[config.mk]
export PLATFORM = sky130hd
export DESIGN_NAME = mems_dac_top
export DESIGN_NICKNAME = d
export VERILOG_FILES = /design/src/spi_pkg.sv /design/src/dac_pkg.sv /design/src/spi_frame_if.sv /design/src/mems_spi_tx.sv /design/src/dac_frame_seq.sv /design/src/mems_dac_top.sv
export VERILOG_INCLUDE_DIRS = /design/src /design/src/src
export SDC_FILE = /design/constraint.sdc
export NUM_CORES = 1
export LEC_CHECK = 0
export BUFFER_PORTS_ARGS = -buffer_cell sky130_fd_sc_hd__buf_2
export CORE_MARGIN = 1
export CORE_UTILIZATION = 45
export DETAILED_ROUTE_END_ITERATION = 8
export GPL_TIMING_DRIVEN = 0
export PLACE_DENSITY = 0.72
export SYNTH_ARGS = -nofsm -noshare
export SYNTH_HDL_FRONTEND = slang
export SYNTH_HIERARCHICAL = 1
export SYNTH_SLANG_ARGS = --single-unit
[constraint.sdc]
create_clock -name clk -period 3.7 [get_ports clk]
set_input_delay 0.74 -clock clk [delete_from_list [all_inputs] [get_ports clk]]
set_output_delay 0.74 -clock clk [all_outputs]
set_load 0.02 [all_outputs]
[src/mems_defs.svh]
`ifndef MEMS_DEFS_SVH
`define MEMS_DEFS_SVH

// system clocks per sck period
// must be a power of two, at least 2
`define MEMS_CLK_DIV 16

// one dac frame, msb first on the wire
// 2 pad bits, 3-bit command, 3-bit address, 16-bit code
`define MEMS_FRAME_W 24

// dac outputs driving the mirror axes
`define MEMS_NUM_CH 4

// code width per output
`define MEMS_DATA_W 16

`endif

[src/spi_pkg.sv]
package spi_pkg;

  // serializer states, one pass from idle back to idle per frame
  typedef enum logic [2:0] {
    idle,
    wait_half,  // cs_n low, frame sampled from the link
    transfer,   // one sck period per bit
    wait_cs_1,  // hold after the last bit, then cs_n high
    wait_cs_2   // cs_n high gap before completion
  } spi_state_t;

endpackage

[src/dac_pkg.sv]
package dac_pkg;

  // command field, frame bits 21 to 19
  typedef enum logic [2:0] {
    cmd_write_input = 3'b000,  // load input register, output unchanged
    cmd_update_all  = 3'b001,  // update dac register, address 7 hits all outputs
    cmd_sw_reset    = 3'b101,  // data 0 clears all registers
    cmd_int_ref     = 3'b111   // data bit 0 enables the internal reference
  } dac_cmd_t;

  // frame sequencer states
  typedef enum logic [2:0] {
    seq_idle,
    seq_init_reset,   // issue software reset frame
    seq_init_ref,     // issue reference enable frame
    seq_send_ch,      // issue write-input frame for ch_q
    seq_send_update,  // issue update-all frame closing a burst
    seq_wait_done     // frame in flight
  } seq_state_t;

endpackage

[src/spi_frame_if.sv]
`timescale 1ns/1ps

`include "mems_defs.svh"

// frame request from the sequencer to the serializer
interface spi_frame_if;

  logic [`MEMS_FRAME_W-1:0] frame;     // held from start until new_data
  logic                     start;     // one cycle, only while busy is low
  logic                     busy;
  logic                     new_data;  // one cycle at frame end

  modport master (
    output frame,
    output start,
    input  busy,
    input  new_data
  );

  modport slave (
    input  frame,
    input  start,
    output busy,
    output new_data
  );

endinterface

[src/mems_spi_tx.sv]
`timescale 1ns/1ps

`include "mems_defs.svh"

module mems_spi_tx import spi_pkg::*; (
  input  logic       clk,
  input  logic       rst,
  spi_frame_if.slave link,
  output logic       sck,
  output logic       mosi,
  output logic       cs_n
);

  localparam int div     = `MEMS_CLK_DIV;
  localparam int ctr_w   = $clog2(div);
  localparam int frame_w = `MEMS_FRAME_W;
  localparam int bit_w   = $clog2(frame_w);

  localparam logic [ctr_w-1:0] ctr_last = ctr_w'(div - 1);      // end of an sck period
  localparam logic [ctr_w-1:0] ctr_half = ctr_w'(div / 2 - 1);  // end of half a period
  localparam logic [ctr_w-1:0] ctr_mid  = ctr_w'(div / 2);
  localparam logic [bit_w-1:0] bit_last = bit_w'(frame_w - 1);

  spi_state_t         state_q, state_d;
  logic [ctr_w-1:0]   ctr_q, ctr_d;      // clock divider, wraps every sck period
  logic [bit_w-1:0]   bit_q, bit_d;      // bits already sent
  logic [frame_w-1:0] shift_q, shift_d;
  logic               mosi_q, mosi_d;
  logic               cs_n_q, cs_n_d;
  logic               new_data_q, new_data_d;

  // sck idles low, rises at the start of each bit period
  assign sck  = ~ctr_q[ctr_w-1] & (state_q == transfer);
  assign mosi = mosi_q;
  assign cs_n = cs_n_q;

  assign link.busy     = (state_q != idle);
  assign link.new_data = new_data_q;

  always_comb begin
    state_d    = state_q;
    ctr_d      = ctr_q;
    bit_d      = bit_q;
    shift_d    = shift_q;
    mosi_d     = mosi_q;
    cs_n_d     = cs_n_q;
    new_data_d = 1'b0;

    case (state_q)
      idle: begin
        ctr_d = '0;
        bit_d = '0;
        if (link.start) begin
          state_d = wait_half;
          cs_n_d  = 1'b0;
        end
      end

      wait_half: begin
        ctr_d   = ctr_q + 1'b1;
        shift_d = link.frame;
        if (ctr_q == ctr_mid) begin
          // msb goes out ahead of the first rising edge
          mosi_d  = link.frame[frame_w-1];
          shift_d = {link.frame[frame_w-2:0], 1'b0};
          ctr_d   = '0;
          state_d = transfer;
        end
      end

      transfer: begin
        ctr_d = ctr_q + 1'b1;
        if (ctr_q == ctr_last) begin
          bit_d = bit_q + 1'b1;
          if (bit_q == bit_last) begin
            mosi_d  = 1'b0;
            state_d = wait_cs_1;
          end else begin
            mosi_d  = shift_q[frame_w-1];  // changes with the rising edge
            shift_d = {shift_q[frame_w-2:0], 1'b0};
          end
        end
      end

      wait_cs_1: begin
        ctr_d = ctr_q + 1'b1;
        if (ctr_q == ctr_half) begin
          cs_n_d  = 1'b1;
          ctr_d   = '0;
          state_d = wait_cs_2;
        end
      end

      wait_cs_2: begin
        ctr_d = ctr_q + 1'b1;
        if (ctr_q == ctr_half) begin
          ctr_d      = '0;
          new_data_d = 1'b1;  // same cycle busy falls
          state_d    = idle;
        end
      end

      default: begin
        state_d = idle;
        cs_n_d  = 1'b1;
      end
    endcase
  end

  always_ff @(posedge clk) begin
    if (rst) begin
      state_q    <= idle;
      ctr_q      <= '0;
      bit_q      <= '0;
      mosi_q     <= 1'b0;
      cs_n_q     <= 1'b1;  // dac deselected out of reset
      new_data_q <= 1'b0;
    end else begin
      state_q    <= state_d;
      ctr_q      <= ctr_d;
      bit_q      <= bit_d;
      mosi_q     <= mosi_d;
      cs_n_q     <= cs_n_d;
      new_data_q <= new_data_d;
    end
  end

  always_ff @(posedge clk) begin
    shift_q <= shift_d;
  end

endmodule

[src/dac_frame_seq.sv]
`timescale 1ns/1ps

`include "mems_defs.svh"

module dac_frame_seq import dac_pkg::*; (
  input  logic                            clk,
  input  logic                            rst,
  input  logic [$clog2(`MEMS_NUM_CH)-1:0] ch_sel,
  input  logic [`MEMS_DATA_W-1:0]         ch_data,
  input  logic                            ch_write,
  input  logic                            commit,
  output logic                            busy,
  output logic                            init_done,
  spi_frame_if.master                     link
);

  localparam int num_ch  = `MEMS_NUM_CH;
  localparam int ch_w    = $clog2(num_ch);
  localparam int data_w  = `MEMS_DATA_W;
  localparam int pad_w   = `MEMS_FRAME_W - 6 - data_w;
  localparam int cmd_lsb = data_w + 3;

  localparam logic [2:0] addr_all = 3'd7;

  seq_state_t               state_q, state_d;
  logic [data_w-1:0]        shadow_q [num_ch];  // last code written per channel
  logic [num_ch-1:0]        dirty_q;            // written since its last frame
  logic                     pending_q, pending_d;
  logic                     init_done_q, init_done_d;
  logic [ch_w-1:0]          ch_q, ch_d;
  logic [`MEMS_FRAME_W-1:0] frame_q, frame_next;
  logic                     issue;
  logic                     burst_go;
  logic                     first_found, next_found;
  logic [ch_w-1:0]          first_ch, next_ch;
  dac_cmd_t                 sent_cmd;

  // one cycle per frame in the issue states
  assign issue    = state_q inside {seq_init_reset, seq_init_ref, seq_send_ch, seq_send_update};
  assign burst_go = commit | pending_q;
  assign sent_cmd = dac_cmd_t'(frame_q[cmd_lsb +: 3]);  // frame in flight

  assign link.start = issue;
  assign link.frame = issue ? frame_next : frame_q;

  assign busy      = (state_q != seq_idle) | link.busy;
  assign init_done = init_done_q;

  // lowest dirty channel, and lowest dirty channel above ch_q
  always_comb begin
    first_found = 1'b0;
    first_ch    = '0;
    next_found  = 1'b0;
    next_ch     = '0;
    for (int i = num_ch - 1; i >= 0; i--) begin
      if (dirty_q[i]) begin
        first_found = 1'b1;
        first_ch    = ch_w'(i);
      end
      if (dirty_q[i] && (ch_w'(i) > ch_q)) begin
        next_found = 1'b1;
        next_ch    = ch_w'(i);
      end
    end
  end

  always_comb begin
    case (state_q)
      seq_init_reset: frame_next = {pad_w'(0), cmd_sw_reset, 3'd0, data_w'(0)};
      seq_init_ref:   frame_next = {pad_w'(0), cmd_int_ref, 3'd0, data_w'(1)};
      seq_send_ch:    frame_next = {pad_w'(0), cmd_write_input, 3'(ch_q), shadow_q[ch_q]};
      default:        frame_next = {pad_w'(0), cmd_update_all, addr_all, data_w'(0)};
    endcase
  end

  always_comb begin
    state_d     = state_q;
    ch_d        = ch_q;
    pending_d   = pending_q | commit;  // further commits merge
    init_done_d = init_done_q;

    case (state_q)
      seq_idle: begin
        if (!init_done_q) begin
          state_d = seq_init_reset;
        end else if (burst_go) begin
          pending_d = 1'b0;
          ch_d      = first_ch;
          state_d   = first_found ? seq_send_ch : seq_send_update;
        end
      end

      seq_init_reset, seq_init_ref, seq_send_ch, seq_send_update: begin
        state_d = seq_wait_done;
      end

      seq_wait_done: begin
        if (link.new_data) begin
          case (sent_cmd)
            cmd_sw_reset: state_d = seq_init_ref;
            cmd_int_ref: begin
              init_done_d = 1'b1;
              state_d     = seq_idle;
            end
            cmd_write_input: begin
              ch_d    = next_ch;
              state_d = next_found ? seq_send_ch : seq_send_update;
            end
            default: begin
              // burst over, a held commit starts the next one right away
              if (burst_go) begin
                pending_d = 1'b0;
                ch_d      = first_ch;
                state_d   = first_found ? seq_send_ch : seq_send_update;
              end else begin
                state_d = seq_idle;
              end
            end
          endcase
        end
      end

      default: state_d = seq_idle;
    endcase
  end

  always_ff @(posedge clk) begin
    if (rst) begin
      state_q     <= seq_idle;
      pending_q   <= 1'b0;
      init_done_q <= 1'b0;
      ch_q        <= '0;
    end else begin
      state_q     <= state_d;
      pending_q   <= pending_d;
      init_done_q <= init_done_d;
      ch_q        <= ch_d;
    end
  end

  always_ff @(posedge clk) begin
    if (rst) begin
      dirty_q <= '0;
    end else begin
      if (state_q == seq_send_ch) dirty_q[ch_q] <= 1'b0;  // value taken at start
      if (ch_write) dirty_q[ch_sel] <= 1'b1;  // a write in the same cycle wins
    end
  end

  always_ff @(posedge clk) begin
    if (ch_write) shadow_q[ch_sel] <= ch_data;
    if (issue) frame_q <= frame_next;
  end

endmodule

[src/mems_dac_top.sv]
`timescale 1ns/1ps

`include "mems_defs.svh"

module mems_dac_top (
  input  logic                            clk,
  input  logic                            rst,
  input  logic [$clog2(`MEMS_NUM_CH)-1:0] ch_sel,
  input  logic [`MEMS_DATA_W-1:0]         ch_data,
  input  logic                            ch_write,
  input  logic                            commit,
  output logic                            busy,
  output logic                            init_done,
  output logic                            sck,
  output logic                            mosi,
  output logic                            cs_n
);

  spi_frame_if frame_link ();

  // init, shadow registers and burst ordering
  dac_frame_seq i_dac_frame_seq (
    .clk       (clk),
    .rst       (rst),
    .ch_sel    (ch_sel),
    .ch_data   (ch_data),
    .ch_write  (ch_write),
    .commit    (commit),
    .busy      (busy),
    .init_done (init_done),
    .link      (frame_link.master)
  );

  // 24-bit frame engine
  mems_spi_tx i_mems_spi_tx (
    .clk  (clk),
    .rst  (rst),
    .link (frame_link.slave),
    .sck  (sck),
    .mosi (mosi),
    .cs_n (cs_n)
  );

endmodule

==> results of run 1 <==
kinds of logic (layout without fill, tap and decap cells):
group	count (synthesis)	count (layout)	share of synthesized area, %
AND/OR/NAND/NOR	139	139	11.8
flip-flops	140	140	61.0
XOR/XNOR	4	4	0.704
AO/OA/AOI/OAI	104	104	12.6
buffers and inverters	35	95	2.98
multiplexers	41	41	10.1
adder cells (fa/ha/maj)	4	4	0.787
final timing paths:
path                                                   from                          end  slack, ns  cells past startpoint
worst max-delay path               i_mems_spi_tx/state_q[2]                         busy       1.02                      5
worst max register to register       i_mems_spi_tx/ctr_q[0]    i_mems_spi_tx/shift_q[14]       1.49                      6
worst min-delay path            i_dac_frame_seq/frame_q[23]  i_dac_frame_seq/frame_q[23]       0.49                      1
worst min register to register  i_dac_frame_seq/frame_q[23]  i_dac_frame_seq/frame_q[23]       0.49                      1
layer usage:
metal | part of all wire, % | vias to the layer above | GRT usage, %
met5 | 0 | - | 0
met1 | 45 | 1917 | 22.4
met2 | 50 | 84 | 29.5
met3 | 3.4 | 14 | 4.12
li1 | - | 1864 | -
met4 | 1.6 | 0 | 7.77
registers in the layout, summed over array words and instances (netlist names), 3 cells and up, named ones only:
register	flops
i_mems_spi_tx/shift_q	24
i_dac_frame_seq/shadow_q	64
i_dac_frame_seq/frame_q	24
i_mems_spi_tx/ctr_q	4
i_mems_spi_tx/bit_q	5
i_dac_frame_seq/dirty_q	4
i_dac_frame_seq/state_q	3
i_mems_spi_tx/state_q	3
placed cells by master, fill, tap and decap left out, drive strengths merged, types with 14 or more instances in the layout:
| cell type | instances |
|---|---|
| a21oi | 16 |
| a22o | 15 |
| buf | 47 |
| clkbuf | 25 |
| dfxtp | 52 |
| edfxtp | 88 |
| inv | 14 |
| mux2i | 24 |
| mux4 | 16 |
| nand2 | 52 |
| nor2 | 27 |
| o21ai | 37 |
layout make-up:
type                       count  share of cell area, %
buffer                        24                   1.97
clock buffer                  20                   6.46
clock inverter                12                   2.60
inverter                      11                  0.584
multi-input combinational    292                   31.0
sequential                   140                   52.1
tap                          172                   3.05
timing repair buffer          28                   2.21
worst max-delay path: stages, from the launching register on:
cell and delay, ns:
dfxtp_1 0.35, clkbuf_1 0.24, inv_1 0.28, nand2_1 0.11, or3_1 0.38, buf_2 0.17
where the power goes:
part           leakage (nW)  total, mW  internal (mW)  switching [mW]
registers              1.24       1.90           1.84          0.0637
clock network         0.308       1.81           1.17           0.640
logic                  1.05      0.433          0.161           0.272
per-stage QoR:
stage / utilization [%] / power, mW / hold WS (ns) / std cells / worst slack [ns]
after floorplan: - / 2.22 / 0.448 / 467 / 1.07
after global placement: 49.6 / 2.33 / 0.478 / 665 / 0.142
after detailed placement: 49.9 / 2.37 / 0.480 / 667 / 1.47
after CTS: 54.9 / 4.18 / 0.492 / 699 / 1.02
after global routing: 54.9 / 4.31 / 0.513 / 699 / 0.900
final: 54.9 / 4.15 / 0.487 / 699 / 1.02
==> impl_metrics.json, run 1 <==
{
  "seq_area_frac_synth_pct": 61.0,
  "min_period_ns": 2.68,
  "port_buffers": 26,
  "vias": 3879,
  "hold_buffers": 0,
  "antenna_left": 0,
  "cts_tree": "done",
  "root_buffer": "clkbuf_16",
  "min_period_over_period_pct": 72.3,
  "critPathLaunchType": "flop",
  "grtUsageTotal_pct": 17.9,
  "p_leak_nw": 2.59,
  "crit_path_end_kind": "output pin",
  "hold_viol": 0,
  "dp_hpwl_um": 7740,
  "htreeDepth": 4,
  "max_slew.worst_pin.slew_ns": 0.927,
  "area_delta_synth_final_pct": 16.9,
  "multiInputGateArea_um2": 2190,
  "initial_core_util_pct": 46.9,
  "arrival_ns": 1.94,
  "p_per_area_nw_per_um2": 587,
  "die_h_um": 118,
  "drtPass1Iterations": 6,
  "slew_headroom_pct": 38.2,
  "grt_pass1_wl_um": 19300,
  "synth_flop_cell": "edfxtp_1",
  "ys_async_sr_fraction_pct": 0,
  "cts_max_path_buffers": 2,
  "grt_pass1_vias": 3894,
  "layout.area.seq_um2": 3680,
  "diodes": 0,
  "place_area_um2": 6420,
  "clk_pin_slew_ns": 0.06,
  "drt_wl_total_um": 11400,
  "syn_inst": 467,
  "rsz0062_at_grt": "false",
  "grt_max_degree": 18,
  "status": "finished, final reports clean",
  "postCtsResizedCells": 0,
  "drc": 0,
  "yosysMostFrequentCell": "edfxtp_1",
  "io_pins": 27,
  "avgSynthCellArea_um2": 12.9,
  "vias_per_cell": 5.55,
  "gp_congestion": 0.819,
  "die_area_um2": 13900,
  "synth_area_um2": 6040,
  "synth_edf_count": 88,
  "maxSlewViolCount": 0,
  "fmax_mhz": 374,
  "max-vdd-ir-drop_uv": 448,
  "nFillCells": 1061,
  "cap_violations": 0,
  "post-route-cell-area_um2": 7060,
  "cts_buffers": 17,
  "cts_setup_buffers": 0,
  "std_cell_rows": 41,
  "drt_iter0_drc": 304,
  "synth_seq_cells": 140,
  "setup_violations": 0,
  "nNetsFinal": 539,
  "coreArea_um2": 12900,
  "synthDistinctLibCells": 70,
  "clock_skew_ns": 0.0107,
  "cts.sinks": 140,
  "antenna_found_initial": 0,
  "synth_top_cell_area_share_pct": 43.7,
  "worstSetupPathType": "flop to output pin",
  "worstPathRequired_ns": 2.96,
  "hp-class": "flop to flop",
  "ys_warn_count": 6,
  "clock_latency_ns": 0.41,
  "overflow": 0,
  "tns_ns": 0,
  "wl_per_cell_um": 16.4,
  "crit_fanout": 10,
  "synth_nets": 492,
  "synth_area_leader_cell": "edfxtp_1",
  "fp.dieW_um": 118,
  "drive_gt1_share_pct": 21.4,
  "synthTopCellsByArea": "edfxtp_1, dfxtp_1, mux4_2",
  "yosys-top-cells-count": "edfxtp_1, dfxtp_1, nand2_1, o21ai_0, nor2_1"
}
Power figures use the tool's default switching activity.
==> run 2: changes to the inputs <==
PLACE_DENSITY = 0.75   (was 0.72)
clock period = 2.2 ns   (was 3.7 ns; I/O delays follow)
==> impl_metrics.json, run 2 (synthesis results as in run 1) <==
{
  "cap_violations": 0,
  "initial_core_util_pct": 46.9,
  "cts_max_path_buffers": 2,
  "gp_congestion": 0.878,
  "hold_viol": 0,
  "p_int_mw": 5.03,
  "cp_slowest_cell": "or3_1",
  "p_per_area_nw_per_um2": 954,
  "p_leak_nw": 2.57,
  "path_common_cell": "buf_2",
  "die_h_um": 118,
  "largestRegisters": "i_dac_frame_seq/shadow_q x64, i_dac_frame_seq/frame_q x24, i_mems_spi_tx/shift_q x24",
  "area_delta_synth_final_pct": 16.3,
  "crit_buf_inv": 2,
  "total_power_mw": 6.71,
  "crit_fanout": 10,
  "drt_iter0_drc": 237,
  "drt_wl_total_um": 11800,
  "htreeDepth": 4,
  "grt_pass1_wl_um": 19200,
  "setup_violations": 0,
  "grt_max_degree": 25,
  "port_buffers": 26,
  "std_cell_rows": 41,
  "overflow": 0,
  "maxSlewViolCount": 0,
  "coreArea_um2": 12900,
  "regMostFlops": "i_dac_frame_seq/shadow_q",
  "swShare_pct": 24.9,
  "arrival_ns": 1.76,
  "cts_setup_buffers": 0,
  "worstPathRequired_ns": 1.76,
  "status": "finished, final reports clean",
  "antenna_found_initial": 0,
  "dp_hpwl_um": 7580,
  "die_area_um2": 13900,
  "grtUsageTotal_pct": 17.8,
  "wl_per_cell_um": 16.9,
  "hold_buffers": 0,
  "fmax_mhz": 455,
  "largest_register_ffs": 64,
  "hp-class": "primary input to flop",
  "cp_top_family": "simple AND/OR/NAND/NOR gates",
  "cts_tree": "done",
  "nFillCells": 1034,
  "io_pins": 27,
  "power_frac_seq_pct": 47.7,
  "min_period_ns": 2.20,
  "cp_cell_sequence": "buf_2 -> nor2_2 -> nand2_1 -> or3_1 -> buf_2",
  "rsz0062_at_grt": "true",
  "cts_buffers": 17,
  "min_period_over_period_pct": 99.8,
  "drc": 0,
  "nNetsFinal": 538,
  "switchingPower_mw": 1.67,
  "clock_skew_ns": 0.00735,
  "cpPeakStageDelay_ns": 0.37,
  "diodes": 0,
  "antenna_left": 0,
  "clk_pin_slew_ns": 0.06,
  "final_cell_mix": "edfxtp_1, nand2_1, dfxtp_1, buf_2, o21ai_0",
  "max_slew.worst_pin.slew_ns": 0.975,
  "vias_per_cell": 5.59,
  "vias": 3905,
  "power.share.clock_pct": 41.1,
  "drive_gt1_share_pct": 22.1,
  "drtPass1Iterations": 5,
  "max-vdd-ir-drop_uv": 938,
  "cts.sinks": 140,
  "combinationalPowerShare_pct": 11.2,
  "critPathLaunchType": "flop",
  "final_common_cell": "edfxtp_1",
  "crit_path_end_kind": "output pin",
  "worstSetupPathType": "flop to output pin",
  "slew_headroom_pct": 35.0,
  "grt_pass1_vias": 3931,
  "root_buffer": "clkbuf_16",
  "utilization_pct": 54.6,
  "fp.dieW_um": 118,
  "clock_latency_ns": 0.42
}
## run 2: power groups by stage
| stage | clock, mW | sequential [mW] | combinational (mW) |
|---|---|---|---|
| detailed placement | 0 | 3.25 | 0.691 |
| CTS | 2.80 | 3.20 | 0.714 |
| global placement | 0 | 3.24 | 0.663 |
| finish | 2.76 | 3.20 | 0.749 |
| floorplan | 0 | 3.23 | 0.507 |
| global route | 2.90 | 3.22 | 0.811 |
## run 2: what timing repair did
action / in CTS / in global routing
setup endpoints to repair: 25 / 38
pin swaps: 1 / 1
cloned: 0 / 1
gates resized for setup: 9 / 3
## run 2: final cells by class
type                    instances  area, µm²  area share [%]
plain buffers                  23        139            1.98
clock buffers                  19        433            6.16
clock inverters                13        139            1.98
inverters                      11       43.8           0.623
multi-input cells             293       2230            31.7
flip-flops and latches        140       3680            52.4
well taps                     172        215            3.06
repair buffers                 27        145            2.06
## run 2: stage by stage
| stage | setup WS (ns) | hold WS [ns] | area (µm²) | TNS, ns | cells |
|---|---|---|---|---|---|
| 2_1_floorplan | 0.0392 | 0.448 | 6050 | 0 | 467 |
| 3_3_place_gp | -1.06 | 0.478 | 6390 | -23.92 | 665 |
| 3_5_place_dp | -0.371 | 0.473 | 6410 | -8.89 | 666 |
| 4_1_cts | 0.00178 | 0.221 | 7010 | 0 | 698 |
| 5_1_grt | -0.0928 | 0.220 | 7030 | -0.127 | 698 |
| 6_report | 0.00362 | 0.235 | 7030 | 0 | 698 |
## run 2: final timing paths
| kind | startpoint | cells after the start | slack (ns) | endpoint |
|---|---|---|---|---|
| max reg2reg | flop | 6 | 0.12 | i_mems_spi_tx/shift_q[12] |
| max | i_mems_spi_tx/state_q[0] | 5 | 0.004 | busy |
| min | ch_data[3] | 1 | 0.24 | i_dac_frame_seq/shadow_q[3][3] |
| min reg2reg | i_dac_frame_seq/frame_q[22] | 1 | 0.48 | i_dac_frame_seq/frame_q[22] |
## run 2: layer usage
layer  track usage (%)  part of all wire [%]
met5                 0                     0
met4              7.21                   1.6
met3              4.94                   4.0
met2              30.3                    50
met1              21.0                    44
